<file path="src/logic/oflow_config.svh">
`ifndef OFLOW_CONFIG_SVH
`define OFLOW_CONFIG_SVH

// Bits of a task ID and of a physical core ID.
`define OFLOW_KEY_WIDTH 4

// Number of tracked tasks.
`define OFLOW_KEY_SIZE 16

// Occupancy counters and maximum counts share this width.
`define OFLOW_COUNT_WIDTH 6

// Processor bus.
`define OFLOW_DATA_WIDTH 32
`define OFLOW_ADDR_WIDTH 32

`define OFLOW_REPORT_BASE 32'h0800_0000 // Start of the report region.
`define OFLOW_REPORT_MARKER 32'h0000_0200 // Added to every written record.

// One slot per task is enough to hold every pending report of one kind.
`define OFLOW_QUEUE_DEPTH `OFLOW_KEY_SIZE

`endif
</file>
<file path="src/logic/oflow_pkg.sv">
`default_nettype none

`include "oflow_config.svh"

package oflow_pkg;

	typedef logic [`OFLOW_KEY_WIDTH-1:0] task_id_t;
	typedef logic [`OFLOW_KEY_WIDTH-1:0] core_id_t;
	typedef logic [`OFLOW_COUNT_WIDTH-1:0] count_t;
	typedef logic [`OFLOW_KEY_SIZE-1:0] task_mask_t;

	// Per-core counter commands after collision cancelling.
	typedef struct packed {
		logic inc_0;
		logic inc_1;
		logic dec_0;
		logic dec_1;
		task_id_t inc_task;
		task_id_t dec_task;
		core_id_t inc_core;
	} count_cmd_t;

	typedef struct packed {
		logic write;
		task_id_t task_id;
		count_t value;
	} maxcount_cmd_t;

	// The flag sits in the top bit so it lands on top of the written data.
	typedef struct packed {
		logic is_overflow;
		core_id_t core;
		task_id_t task_id;
	} oflow_report_t;

	typedef enum logic [1:0] {
		wr_idle,
		wr_pop,
		wr_load,
		wr_write
	} writer_state_t;

endpackage

`default_nettype wire

</file>
<file path="src/logic/oflow_unit.sv">
`timescale 1ns/1ps
`default_nettype none

`include "oflow_config.svh"

module oflow_unit (
	input wire logic clk,
	input wire logic reset,
	input wire logic count_inc,
	input wire logic count_dec,
	input wire logic count_inc_logical_core,
	input wire oflow_pkg::task_id_t count_inc_task,
	input wire oflow_pkg::task_id_t count_dec_task,
	input wire oflow_pkg::core_id_t count_inc_core,
	input wire logic csr_maxcount_write,
	input wire logic [`OFLOW_DATA_WIDTH-1:0] csr_maxcount_writedata,
	input wire oflow_pkg::task_mask_t checkin_in,
	output oflow_pkg::task_mask_t checkin_out,
	input wire logic oflow_waitrequest,
	output logic oflow_write,
	output logic [`OFLOW_ADDR_WIDTH-1:0] oflow_address,
	output logic [`OFLOW_DATA_WIDTH-1:0] oflow_writedata
);

	oflow_pkg::count_cmd_t cmd;
	oflow_pkg::maxcount_cmd_t maxcount;
	oflow_pkg::oflow_report_t ovf_record;
	oflow_pkg::oflow_report_t unf_record;
	oflow_pkg::oflow_report_t ovf_head;
	oflow_pkg::oflow_report_t unf_head;
	logic ovf_push;
	logic unf_push;
	logic ovf_pop;
	logic unf_pop;
	logic ovf_empty;
	logic unf_empty;
	logic ovf_full;
	logic unf_full;

	oflow_event_decode i_event_decode (
		.count_inc(count_inc), .count_dec(count_dec),
		.count_inc_logical_core(count_inc_logical_core),
		.count_inc_task(count_inc_task), .count_dec_task(count_dec_task),
		.count_inc_core(count_inc_core), .csr_maxcount_write(csr_maxcount_write),
		.csr_maxcount_writedata(csr_maxcount_writedata), .cmd(cmd), .maxcount(maxcount)
	);

	oflow_count_tables i_count_tables (
		.clk(clk), .reset(reset), .cmd(cmd), .maxcount(maxcount),
		.ovf_full(ovf_full), .unf_full(unf_full),
		.checkin_in(checkin_in), .checkin_out(checkin_out),
		.ovf_push(ovf_push), .unf_push(unf_push),
		.ovf_record(ovf_record), .unf_record(unf_record)
	);

	oflow_event_queue ovf_queue (
		.clk(clk), .reset(reset), .push(ovf_push), .pop(ovf_pop), .push_record(ovf_record),
		.head(ovf_head), .empty(ovf_empty), .full(ovf_full)
	);

	oflow_event_queue unf_queue (
		.clk(clk), .reset(reset), .push(unf_push), .pop(unf_pop), .push_record(unf_record),
		.head(unf_head), .empty(unf_empty), .full(unf_full)
	);

	oflow_report_writer i_report_writer (
		.clk(clk), .reset(reset),
		.ovf_empty(ovf_empty), .unf_empty(unf_empty),
		.ovf_head(ovf_head), .unf_head(unf_head),
		.ovf_pop(ovf_pop), .unf_pop(unf_pop),
		.oflow_waitrequest(oflow_waitrequest), .oflow_write(oflow_write),
		.oflow_address(oflow_address), .oflow_writedata(oflow_writedata)
	);

endmodule

`default_nettype wire

</file>
<file path="src/logic/oflow_report_writer.sv">
`timescale 1ns/1ps
`default_nettype none

`include "oflow_config.svh"

module oflow_report_writer (
	input wire logic clk,
	input wire logic reset,
	input wire logic ovf_empty,
	input wire logic unf_empty,
	input wire oflow_pkg::oflow_report_t ovf_head,
	input wire oflow_pkg::oflow_report_t unf_head,
	output logic ovf_pop,
	output logic unf_pop,
	input wire logic oflow_waitrequest,
	output logic oflow_write,
	output logic [`OFLOW_ADDR_WIDTH-1:0] oflow_address,
	output logic [`OFLOW_DATA_WIDTH-1:0] oflow_writedata
);

	localparam int CORE_SHIFT = 20;

	oflow_pkg::writer_state_t state;
	oflow_pkg::writer_state_t next_state;
	logic serve_ovf; // Set while an overflow record is being handled.
	oflow_pkg::oflow_report_t report;

	// **************************************************
	// Writer FSM
	// **************************************************

	always_comb begin
		next_state = state;
		unique case (state)
			oflow_pkg::wr_idle: begin
				if (!ovf_empty || !unf_empty) begin
					next_state = oflow_pkg::wr_pop;
				end
			end
			oflow_pkg::wr_pop: next_state = oflow_pkg::wr_load;
			oflow_pkg::wr_load: next_state = oflow_pkg::wr_write;
			oflow_pkg::wr_write: begin
				if (!oflow_waitrequest) begin
					next_state = oflow_pkg::wr_idle; // Accepted by the bus.
				end
			end
			default: next_state = oflow_pkg::wr_idle;
		endcase
	end

	always_ff @(posedge clk or posedge reset) begin
		if (reset) begin
			state <= oflow_pkg::wr_idle;
			serve_ovf <= 1'b0;
		end else begin
			state <= next_state;
			if (state == oflow_pkg::wr_idle) begin
				serve_ovf <= ~ovf_empty; // Overflow reports go first.
			end
		end
	end

	assign ovf_pop = (state == oflow_pkg::wr_pop) & serve_ovf;
	assign unf_pop = (state == oflow_pkg::wr_pop) & ~serve_ovf;

	// The head is taken on the same edge that pops it, ready in load.
	always_ff @(posedge clk) begin
		if (state == oflow_pkg::wr_pop) begin
			report <= serve_ovf ? ovf_head : unf_head;
		end
	end

	// **************************************************
	// Bus outputs
	// **************************************************

	// The report only changes in pop, so address and data hold through a stall.
	assign oflow_write = (state == oflow_pkg::wr_write);
	assign oflow_address = `OFLOW_REPORT_BASE +
		(`OFLOW_ADDR_WIDTH'(report.core) << CORE_SHIFT);
	assign oflow_writedata = `OFLOW_REPORT_MARKER + `OFLOW_DATA_WIDTH'(report);

endmodule

`default_nettype wire

</file>
<file path="src/logic/oflow_event_queue.sv">
`timescale 1ns/1ps
`default_nettype none

`include "oflow_config.svh"

module oflow_event_queue (
	input wire logic clk,
	input wire logic reset,
	input wire logic push,
	input wire logic pop,
	input wire oflow_pkg::oflow_report_t push_record,
	output oflow_pkg::oflow_report_t head,
	output logic empty,
	output logic full
);

	localparam int DEPTH = `OFLOW_QUEUE_DEPTH;
	localparam int PTR_W = $clog2(DEPTH);
	localparam int CNT_W = $clog2(DEPTH + 1);

	oflow_pkg::oflow_report_t mem [DEPTH];
	logic [PTR_W-1:0] wr_ptr;
	logic [PTR_W-1:0] rd_ptr;
	logic [CNT_W-1:0] count;
	logic pop_ok;

	assign pop_ok = pop & ~empty; // Pops on an empty queue are dropped.
	assign empty = (count == '0);
	assign full = (count == CNT_W'(DEPTH));
	assign head = mem[rd_ptr];

	always_ff @(posedge clk) begin
		if (push) begin
			mem[wr_ptr] <= push_record;
		end
	end

	// **************************************************
	// Pointers and occupancy
	// **************************************************

	always_ff @(posedge clk or posedge reset) begin
		if (reset) begin
			wr_ptr <= '0;
			rd_ptr <= '0;
			count <= '0;
		end else begin
			if (push) begin
				wr_ptr <= (wr_ptr == PTR_W'(DEPTH - 1)) ? '0 : wr_ptr + 1'b1;
			end
			if (pop_ok) begin
				rd_ptr <= (rd_ptr == PTR_W'(DEPTH - 1)) ? '0 : rd_ptr + 1'b1;
			end
			unique case ({push, pop_ok})
				2'b10: count <= count + 1'b1;
				2'b01: count <= count - 1'b1;
				default: count <= count; // Both or neither leave the level alone.
			endcase
		end
	end

endmodule

`default_nettype wire

</file>
<file path="src/logic/oflow_count_tables.sv">
`timescale 1ns/1ps
`default_nettype none

`include "oflow_config.svh"

module oflow_count_tables (
	input wire logic clk,
	input wire logic reset,
	input wire oflow_pkg::count_cmd_t cmd,
	input wire oflow_pkg::maxcount_cmd_t maxcount,
	input wire logic ovf_full,
	input wire logic unf_full,
	input wire oflow_pkg::task_mask_t checkin_in,
	output oflow_pkg::task_mask_t checkin_out,
	output logic ovf_push,
	output logic unf_push,
	output oflow_pkg::oflow_report_t ovf_record,
	output oflow_pkg::oflow_report_t unf_record
);

	localparam oflow_pkg::count_t ONE = oflow_pkg::count_t'(1);

	oflow_pkg::count_t count_0 [`OFLOW_KEY_SIZE]; // Logical core 0.
	oflow_pkg::count_t count_1 [`OFLOW_KEY_SIZE]; // Logical core 1.
	oflow_pkg::count_t max_table [`OFLOW_KEY_SIZE];
	oflow_pkg::core_id_t core_table [`OFLOW_KEY_SIZE];
	oflow_pkg::task_mask_t ovf_status;

	oflow_pkg::count_t inc_cnt_0;
	oflow_pkg::count_t inc_cnt_1;
	oflow_pkg::count_t dec_cnt_0;
	oflow_pkg::count_t dec_cnt_1;
	oflow_pkg::count_t inc_cnt;
	oflow_pkg::count_t inc_next;
	oflow_pkg::count_t dec_next_0;
	oflow_pkg::count_t dec_next_1;
	oflow_pkg::count_t max_inc;
	logic inc_any;
	logic dec_any;

	// **************************************************
	// Table reads and next counts
	// **************************************************

	assign inc_cnt_0 = count_0[cmd.inc_task];
	assign inc_cnt_1 = count_1[cmd.inc_task];
	assign dec_cnt_0 = count_0[cmd.dec_task];
	assign dec_cnt_1 = count_1[cmd.dec_task];
	assign max_inc = max_table[cmd.inc_task];

	assign inc_any = cmd.inc_0 | cmd.inc_1; // At most one core increments per cycle.
	assign dec_any = cmd.dec_0 | cmd.dec_1;
	assign inc_cnt = cmd.inc_1 ? inc_cnt_1 : inc_cnt_0;
	assign inc_next = inc_cnt + ONE;

	// Decrements stop at zero.
	always_comb begin
		dec_next_0 = dec_cnt_0;
		dec_next_1 = dec_cnt_1;
		if (cmd.dec_0 && dec_cnt_0 != '0) begin
			dec_next_0 = dec_cnt_0 - ONE;
		end
		if (cmd.dec_1 && dec_cnt_1 != '0) begin
			dec_next_1 = dec_cnt_1 - ONE;
		end
	end

	// **************************************************
	// Overflow and underflow detection
	// **************************************************

	// A full queue holds the status change back, so no report is dropped.
	assign ovf_push = inc_any & (inc_next >= max_inc) & ~ovf_status[cmd.inc_task] & ~ovf_full;

	// With a collision only decrements touch dec_task, so the next counts are exact.
	assign unf_push = dec_any & (dec_next_0 == '0) & (dec_next_1 == '0) &
		ovf_status[cmd.dec_task] & ~unf_full;

	assign ovf_record.is_overflow = 1'b1;
	assign ovf_record.core = cmd.inc_core; // Physical core that caused it.
	assign ovf_record.task_id = cmd.inc_task;

	assign unf_record.is_overflow = 1'b0;
	assign unf_record.core = core_table[cmd.dec_task]; // Stored at overflow time.
	assign unf_record.task_id = cmd.dec_task;

	// Tasks in overflow no longer check in toward the comparator.
	assign checkin_out = checkin_in & ~ovf_status;

	// **************************************************
	// Table updates
	// **************************************************

	// Increment and decrement of one core never hit the same task in one cycle.
	always_ff @(posedge clk or posedge reset) begin
		if (reset) begin
			for (int i = 0; i < `OFLOW_KEY_SIZE; i++) begin
				count_0[i] <= '0;
				count_1[i] <= '0;
			end
		end else begin
			if (cmd.inc_0) begin
				count_0[cmd.inc_task] <= inc_next;
			end
			if (cmd.dec_0) begin
				count_0[cmd.dec_task] <= dec_next_0;
			end
			if (cmd.inc_1) begin
				count_1[cmd.inc_task] <= inc_next;
			end
			if (cmd.dec_1) begin
				count_1[cmd.dec_task] <= dec_next_1;
			end
		end
	end

	always_ff @(posedge clk or posedge reset) begin
		if (reset) begin
			for (int i = 0; i < `OFLOW_KEY_SIZE; i++) begin
				max_table[i] <= '1; // Largest limit until software sets one.
			end
		end else if (maxcount.write) begin
			max_table[maxcount.task_id] <= maxcount.value;
		end
	end

	always_ff @(posedge clk or posedge reset) begin
		if (reset) begin
			ovf_status <= '0;
		end else begin
			if (ovf_push) begin
				ovf_status[cmd.inc_task] <= 1'b1;
			end
			if (unf_push) begin
				ovf_status[cmd.dec_task] <= 1'b0;
			end
		end
	end

	always_ff @(posedge clk) begin
		if (ovf_push) begin
			core_table[cmd.inc_task] <= cmd.inc_core;
		end
		if (unf_push) begin
			core_table[cmd.dec_task] <= '0;
		end
	end

endmodule

`default_nettype wire

</file>
<file path="src/logic/oflow_event_decode.sv">
`timescale 1ns/1ps
`default_nettype none

`include "oflow_config.svh"

module oflow_event_decode (
	input wire logic count_inc,
	input wire logic count_dec,
	input wire logic count_inc_logical_core,
	input wire oflow_pkg::task_id_t count_inc_task,
	input wire oflow_pkg::task_id_t count_dec_task,
	input wire oflow_pkg::core_id_t count_inc_core,
	input wire logic csr_maxcount_write,
	input wire logic [`OFLOW_DATA_WIDTH-1:0] csr_maxcount_writedata,
	output oflow_pkg::count_cmd_t cmd,
	output oflow_pkg::maxcount_cmd_t maxcount
);

	localparam int COUNT_LSB = `OFLOW_COUNT_WIDTH;
	localparam int TASK_MSB = `OFLOW_COUNT_WIDTH + `OFLOW_KEY_WIDTH - 1;

	logic same_task;
	logic collide;
	logic cancel_0;
	logic cancel_1;

	// **************************************************
	// Collision cancelling
	// **************************************************

	assign same_task = (count_inc_task == count_dec_task);
	assign collide = count_inc & count_dec & same_task; // Both strobes hit one task.

	// The incrementing core would add one and take one away, so it does neither.
	assign cancel_0 = collide & ~count_inc_logical_core;
	assign cancel_1 = collide & count_inc_logical_core;

	assign cmd.inc_0 = count_inc & ~count_inc_logical_core & ~collide;
	assign cmd.inc_1 = count_inc & count_inc_logical_core & ~collide;
	assign cmd.dec_0 = count_dec & ~cancel_0; // The other core still decrements.
	assign cmd.dec_1 = count_dec & ~cancel_1;

	assign cmd.inc_task = count_inc_task;
	assign cmd.dec_task = count_dec_task;
	assign cmd.inc_core = count_inc_core;

	// **************************************************
	// Maximum-count register write
	// **************************************************

	// Task ID sits right above the count field.
	assign maxcount.write = csr_maxcount_write;
	assign maxcount.task_id = csr_maxcount_writedata[TASK_MSB:COUNT_LSB];
	assign maxcount.value = csr_maxcount_writedata[COUNT_LSB-1:0];

endmodule

`default_nettype wire

</file>
<file path="config.mk">
export PLATFORM = sky130hd
export DESIGN_NAME = oflow_unit
export DESIGN_NICKNAME = d
export VERILOG_FILES = /design/src/logic/oflow_pkg.sv /design/src/logic/oflow_unit.sv /design/src/logic/oflow_report_writer.sv /design/src/logic/oflow_event_queue.sv /design/src/logic/oflow_count_tables.sv /design/src/logic/oflow_event_decode.sv
export VERILOG_INCLUDE_DIRS = /design/src /design/src/logic
export SDC_FILE = /design/constraint.sdc
export NUM_CORES = 1
export LEC_CHECK = 0
export BUFFER_PORTS_ARGS = -buffer_cell sky130_fd_sc_hd__buf_2
export CAP_MARGIN = 20
export CORE_MARGIN = 2
export CORE_UTILIZATION = 55
export DETAILED_ROUTE_END_ITERATION = 6
export PLACE_DENSITY = 0.72
export SYNTH_ARGS = -nofsm -noshare
export SYNTH_HDL_FRONTEND = slang
export SYNTH_SLANG_ARGS = --single-unit
</file>
<file path="constraint.sdc">
create_clock -name clk -period 13.1 [get_ports clk]
set_clock_uncertainty 0.2 [all_clocks]
set_input_delay 1.965 -clock clk [delete_from_list [all_inputs] [get_ports clk]]
set_output_delay 1.965 -clock clk [all_outputs]
set_load 0.1 [all_outputs]
</file>
==> metrics, run 1 <==
total grt overflow 0; number of clock sinks ~660; initial antenna violation count 2; CTS clock-pin slew for the worst setup and hold paths 60 ps; synth unique cells roughly 70; global-route wire length before repair about 130,000 µm; WP data required 13,380 ps; post-place setup slack 4270 ps; sequential area share after synthesis 0.522; routed len/inst ~24 µm; drt pass-1 iters 7; pwr dens 213 mW/mm²; Least-Margin Pin Slew around 1200 ps; H-tree depth 3; share of layout cells above drive strength 1 0.254; number of global-route vias before repair ~23,000; CTS Hold Bufs 0; RSZ-0062 raised after global routing false; Num CTS Buffers 70; arrival time of the worst setup path approximately 8500 ps; Row Count 90; Clock Path Buffers 3; post-route setup slack 4860 ps; hold slack slightly below 300 ps; Top delay family on crit path simple AND/OR/NAND/NOR gates; Post-synth ARST share 0.503; cells along the critical path buf_4 > buf_4 > mux4_2 > a22o_1 > nor2_1 > ha_1 > and2_1 > a2bb2oi_1 > o41ai_2 > xor2_1 > nor4b_1 > and4b_1 > inv_1 > ha_1 > fa_1 > a21o_1 > a21oi_1 > xor2_1 > nor2_1 > xor2_1; clk root buf clkbuf_16; RePlAce Congestion slightly above 0.9; startpoint types primary input; Rel. slew slack 0.189; I/O pin count ~150; gate count after technology mapping 2,755; IO Port Bufs 74; worst hold stages 2; post-CTS sizing 0; TritonCTS clock tree built; Initial Util 0.559; die height roughly 250 µm; commonest cells after routing, fill and taps aside nand2_1, edfxtp_1, nor2_1; fin. max-slew vios 0; Die ar. between 0.06 and 0.07 mm²; register bit total from synthesis 662; commonest non-fill, non-tap cell in the layout nand2_1; CP max FO 49; HP Class reg -> reg; detailed-route via count between 20,000 and 25,000; status completed; WS Path Type in -> reg; Post-DRT Antenna Nets 0; DR iter-0 viols ~2,600; Post-CTS Setup Inserts 0; worst path bufs/invs 3; Crit-path slowest cell buf_4; total track usage 0.273; peak supply drop about 0.14 mV; max_cap viols 0; fin crit share 0.629; Setup Viol. Count Final 0; final hold violation count 0; Clk Latency, worst-skew pair 620 ps; Top FF cell, synth edfxtp_1; core area 0.0606 mm²; CP Depth 20; DRC errors left 0; Crit. End Element flip-flop; Synth warnings 0; cell area after layout between 0.03 and 0.04 mm²; Routed WL 85,800 µm; post-place instance area roughly 0.035 mm²; nets between 2,000 and 3,000; Post-synth EDFFs 265; reg2reg path depth 23; synthesized area per cell approximately 12 µm²; CP max stage delay 850 ps; Area growth syn-to-layout 8.74%; setup TNS 0 ps; die width approximately 250 µm; min cycle time layout roughly 8200 ps; max frequency roughly 0.12 GHz; pin count of the biggest net entering global routing approximately 180; Most Frequent Cell on Critical Path xor2_1; Leakage between 0.01 and 0.015 µW; vias per inst 6.39; DP Wirelength between 50,000 and 60,000 µm; mapped cell area roughly 0.034 mm²
==> cells in the mapped netlist, types with 10 or more instances <==
cell	count	area share
nand2_1	370	0.041
edfxtp_1	265	0.23
dfrtp_1	237	0.18
nor2_1	236	0.026
mux4_2	198	0.13
o21ai_0	191	0.028
mux2i_1	170	0.050
mux2_2	154	0.051
clkbuf_1	136	0.015
dfstp_2	96	0.074
a21oi_1	77	0.011
a31oi_1	64	0.012
dfxtp_1	64	0.038
buf_4	59	0.013
nor3_1	44	0.0065
nor2b_1	35	0.0065
ha_1	32	0.012
inv_1	24	0.0027
nand3_1	24	0.0035
buf_1	23	0.0025
and3_1	19	0.0035
nand2b_1	19	0.0035
a22oi_1	17	0.0038
buf_2	17	0.0025
o221ai_1	16	0.0041
xnor2_1	16	0.0041
a22o_1	11	0.0028
nor3_2	11	0.0033
a21o_1	10	0.0022
xor2_1	10	0.0026
==> worst reg2reg max path: stages (launching register included) <==
cell	delay, ps
dfrtp_1	400
mux4_2	500
mux4_2	530
mux2i_1	160
buf_4	270
inv_1	110
ha_1	340
ha_1	290
a21o_1	160
a21o_1	170
a21o_1	170
a21o_1	180
a21oi_2	120
buf_4	300
nor2_2	150
inv_1	250
ha_1	300
xor2_1	100
ha_1	220
nand3_1	90
o21ai_0	100
a222oi_1	290
nor2_1	90
xor2_1	150
==> routing by layer <==
metal | global-route usage | up-vias | wire [µm] | share of wire
li1 | - | 10100 | - | -
met1 | 0.367 | 11500 | 34100 | 0.40
met2 | 0.445 | 1022 | 41700 | 0.49
met3 | 0.0439 | 217 | 6430 | 0.075
met4 | 0.112 | 2 | 3570 | 0.042
met5 | 0 | - | 13 | 0.00015
==> registers in the layout (all words and copies together), names as in the netlist, 5 cells and up <==
signal                     flops
i_count_tables.max_table      96
i_report_writer.report         9
ovf_queue.count                5
unf_queue.mem                128
unf_queue.count                5
i_count_tables.core_table     64
i_count_tables.count_1        96
ovf_queue.mem                128
i_count_tables.ovf_status     16
i_count_tables.count_0        96
==> cell type report <==
| class | instances | area [µm²] |
|---|---|---|
| clock inverter | 21 | 179 |
| antenna | 1 | 2.50 |
| tap | 782 | 978 |
| clock buffer | 101 | 2040 |
| timing repair buffer | 115 | 739 |
| inverter | 25 | 101 |
| multi-input combinational | 1874 | 15100 |
| fill | 4618 | 23800 |
| sequential | 662 | 17700 |
==> logic make-up (layout without fill, tap and decap cells) <==
kind of cell / after synthesis / in the layout / synth area share
AO/OA/AOI/OAI: 426 / 426 / 0.0752
XOR/XNOR: 26 / 26 / 0.00672
adder cells (fa/ha/maj): 33 / 33 / 0.0124
buffers and inverters: 268 / 262 / 0.0386
flip-flops: 662 / 662 / 0.522
multiplexers: 523 / 523 / 0.234
other: 2 / 52 / 0.000222
AND/OR/NAND/NOR: 815 / 815 / 0.111
==> stage by stage <==
stage               std cells  utilization  total power [µW]
finish                   3581        0.608              7850
global route             3581        0.608              8220
CTS                      3576        0.607              7830
detailed placement       3454        0.570              5880
global placement         3452        0.570              5730
floorplan                2804            -              5140
==> where the power goes <==
| group | internal (µW) | switching, µW |
|---|---|---|
| logic | 1100 | 1660 |
| clock network | 1120 | 817 |
| registers | 2760 | 400 |
| total | 4980 | 2870 |
==> final timing paths <==
check,start,slack (ps),endpoint
worst max-delay path,count_dec_task[0],4860,unf_queue.count[4]
worst min-delay path,i_count_tables.core_table[5][0],300,i_count_tables.core_table[5][0]
worst max register to register,i_count_tables.count_1[90],7350,ovf_queue.count[4]
worst min register to register,i_count_tables.core_table[5][0],300,i_count_tables.core_table[5][0]
max in group asynchronous,reset,9870,i_count_tables.count_0[42]
min in group asynchronous,reset,1220,i_count_tables.ovf_status[5]
Note: power is estimated with default switching activity, not from simulation.
==> run 2, diff against run 1 <==
clock period = 7.9 ns   (was 13.1 ns; I/O delays follow)
==> metrics, run 2 (same netlist as run 1, synthesis figures left out) <==
share of layout cells above drive strength 1 0.257 (was 0.254); Routed WL 86,900 µm (was 85,800 µm); arrival time of the worst setup path 6640 ps (was 8520 ps); Row Count 90 (unchanged); TritonCTS clock tree built (unchanged); clk root buf clkbuf_16 (unchanged); Clock Path Buffers 3 (unchanged); fin crit share 0.805; Initial Util 0.559 (unchanged); setup TNS 0 ps (unchanged); number of global-route vias before repair 23,000 (was 22,700); IO Port Bufs 74 (unchanged); peak supply drop 0.285 mV (was 0.140 mV); nets 2,861 (was 2,848); Area growth syn-to-layout 9.17% (was 8.74%); DP Wirelength 57,800 µm (was 57,300 µm); Leakage 0.0143 µW (about the same); die height 252 µm (unchanged); Setup Viol. Count Final 0 (unchanged); routed len/inst 24.1 µm (was 24.0 µm); Post-DRT Antenna Nets 0 (unchanged); Cells after DPL 3,466 (was 3,454); min cycle time layout 6360 ps; initial antenna violation count 3 (was 2); Crit. End Element flip-flop (unchanged); DR iter-0 viols 2,489 (was 2,563); grt peak-use layer met2 (unchanged); post-CTS sizing 0 (unchanged); final std cells w/o fill 3,600 (was 3,581); max frequency ~0.16 GHz; I/O pin count 148 (unchanged); Rel. slew slack 0.247 (was 0.189); total track usage 0.276 (was 0.273); DRC errors left 0 (unchanged); GRT met3 Usage 0.0536 (was 0.0439); commonest cells after routing, fill and taps aside nand2_1, edfxtp_1, nor2_1 (unchanged); Seq. cell area 0.0177 mm² (unchanged); WP data required 8190 ps (was 13,380 ps); RePlAce Congestion 0.934 (was 0.906); number of clock sinks 662 (unchanged); largest registers ovf_queue.mem: 128 flops, unf_queue.mem: 128 flops (unchanged); Clk Latency, worst-skew pair 620 ps (about the same); met2 Usage GRT 0.447 (was 0.445); Least-Margin Pin Slew 1130 ps (was 1210 ps); Num CTS Buffers 70 (unchanged); PnR Total Power 13,100 µW (was 7850 µW); HP Class reg -> reg (unchanged); Util after Layout 0.610 (was 0.608); vias per inst 6.41 (was 6.39); final hold violation count 0 (unchanged); die width 252 µm (unchanged); pin count of the biggest net entering global routing 160 (was 181); total grt overflow 0 (unchanged); Multi-input gate area 0.0151 mm² (about the same); Post-CTS Setup Inserts 0 (unchanged); max_cap viols 0 (unchanged); fin. max-slew vios 0 (unchanged); commonest non-fill, non-tap cell in the layout nand2_1 (unchanged); startpoint types primary input (unchanged); fill count 4,593 (was 4,618); grt met1 use 0.369 (was 0.367); pwr dens 354 mW/mm² (was 213 mW/mm²); H-tree depth 3 (unchanged); WS Path Type in -> reg (unchanged); detailed-route via count 23,100 (was 22,900); Die ar. 0.0636 mm² (unchanged); status completed (unchanged); drt pass-1 iters 6 (was 7); core area 0.0606 mm² (unchanged); global-route wire length before repair 135,000 µm (was 133,000 µm); hold slack 291 ps (was 295 ps); CTS Hold Bufs 0 (unchanged); CP max FO 51 (was 49); RSZ-0062 raised after global routing false (unchanged); CTS clock-pin slew for the worst setup and hold paths 60 ps (about the same)
## run 2: report_power, final
group | leakage (µW) | internal [µW] | total [µW] | switching (µW)
logic | 0.00629 | 1820 | 4580 | 2760
clock network | 0.00111 | 1930 | 3280 | 1350
registers | 0.00692 | 4570 | 5250 | 677
## run 2: metrics by stage
step / instance area [µm²] / worst slack [ps]
floorplan: 34100 / 382
global placement: 34700 / 1080
detailed placement: 34700 / 1050
CTS: 36900 / 1670
global route: 37000 / 1210
finish: 37000 / 1540
## run 2: area by class of cell
cell class | count | share of cell area
clock inverters | 18 | 0.00585
well taps | 782 | 0.0265
clock buffers | 109 | 0.0556
repair buffers | 128 | 0.0228
diodes | 2 | 0.000135
inverters | 25 | 0.00264
multi-input cells | 1874 | 0.408
flip-flops and latches | 662 | 0.478
## run 2: critical path, stage by stage
cell      delay (ps)
buf_6            500
mux4_2           650
mux4_2           500
mux2i_1          170
buf_4            290
inv_1            100
ha_1             320
ha_1             280
a21o_1           160
a21o_1           170
a21o_1           170
a21o_1           180
a21oi_2          280
nor2_2           150
inv_1            130
ha_1             270
xor2_1           190
ha_1             210
nor2_1            60
a222oi_1         280
nor2_1            90
xor2_1           150
## run 2: worst paths after layout
path | start | endpoint | slack (ps) | depth (start not counted)
max | count_inc_task[0] | ovf_queue.count[4] | 1540 | 22
max in group asynchronous | reset | i_count_tables.count_1[80] | 5750 | 3
max reg2reg | i_count_tables.count_0[25] | unf_queue.count[4] | 2510 | 20
min | i_count_tables.core_table[1][3] | i_count_tables.core_table[1][3] | 290 | 2
min in group asynchronous | reset | ovf_queue.wr_ptr[0] | 460 | 2
min reg2reg | i_count_tables.core_table[1][3] | i_count_tables.core_table[1][3] | 290 | 2
## run 2: metal layers
layer	routed length, µm	up-vias
li1	-	10100
met1	34900	11700
met2	42100	1016
met3	6630	222
met4	3260	2
met5	13	-
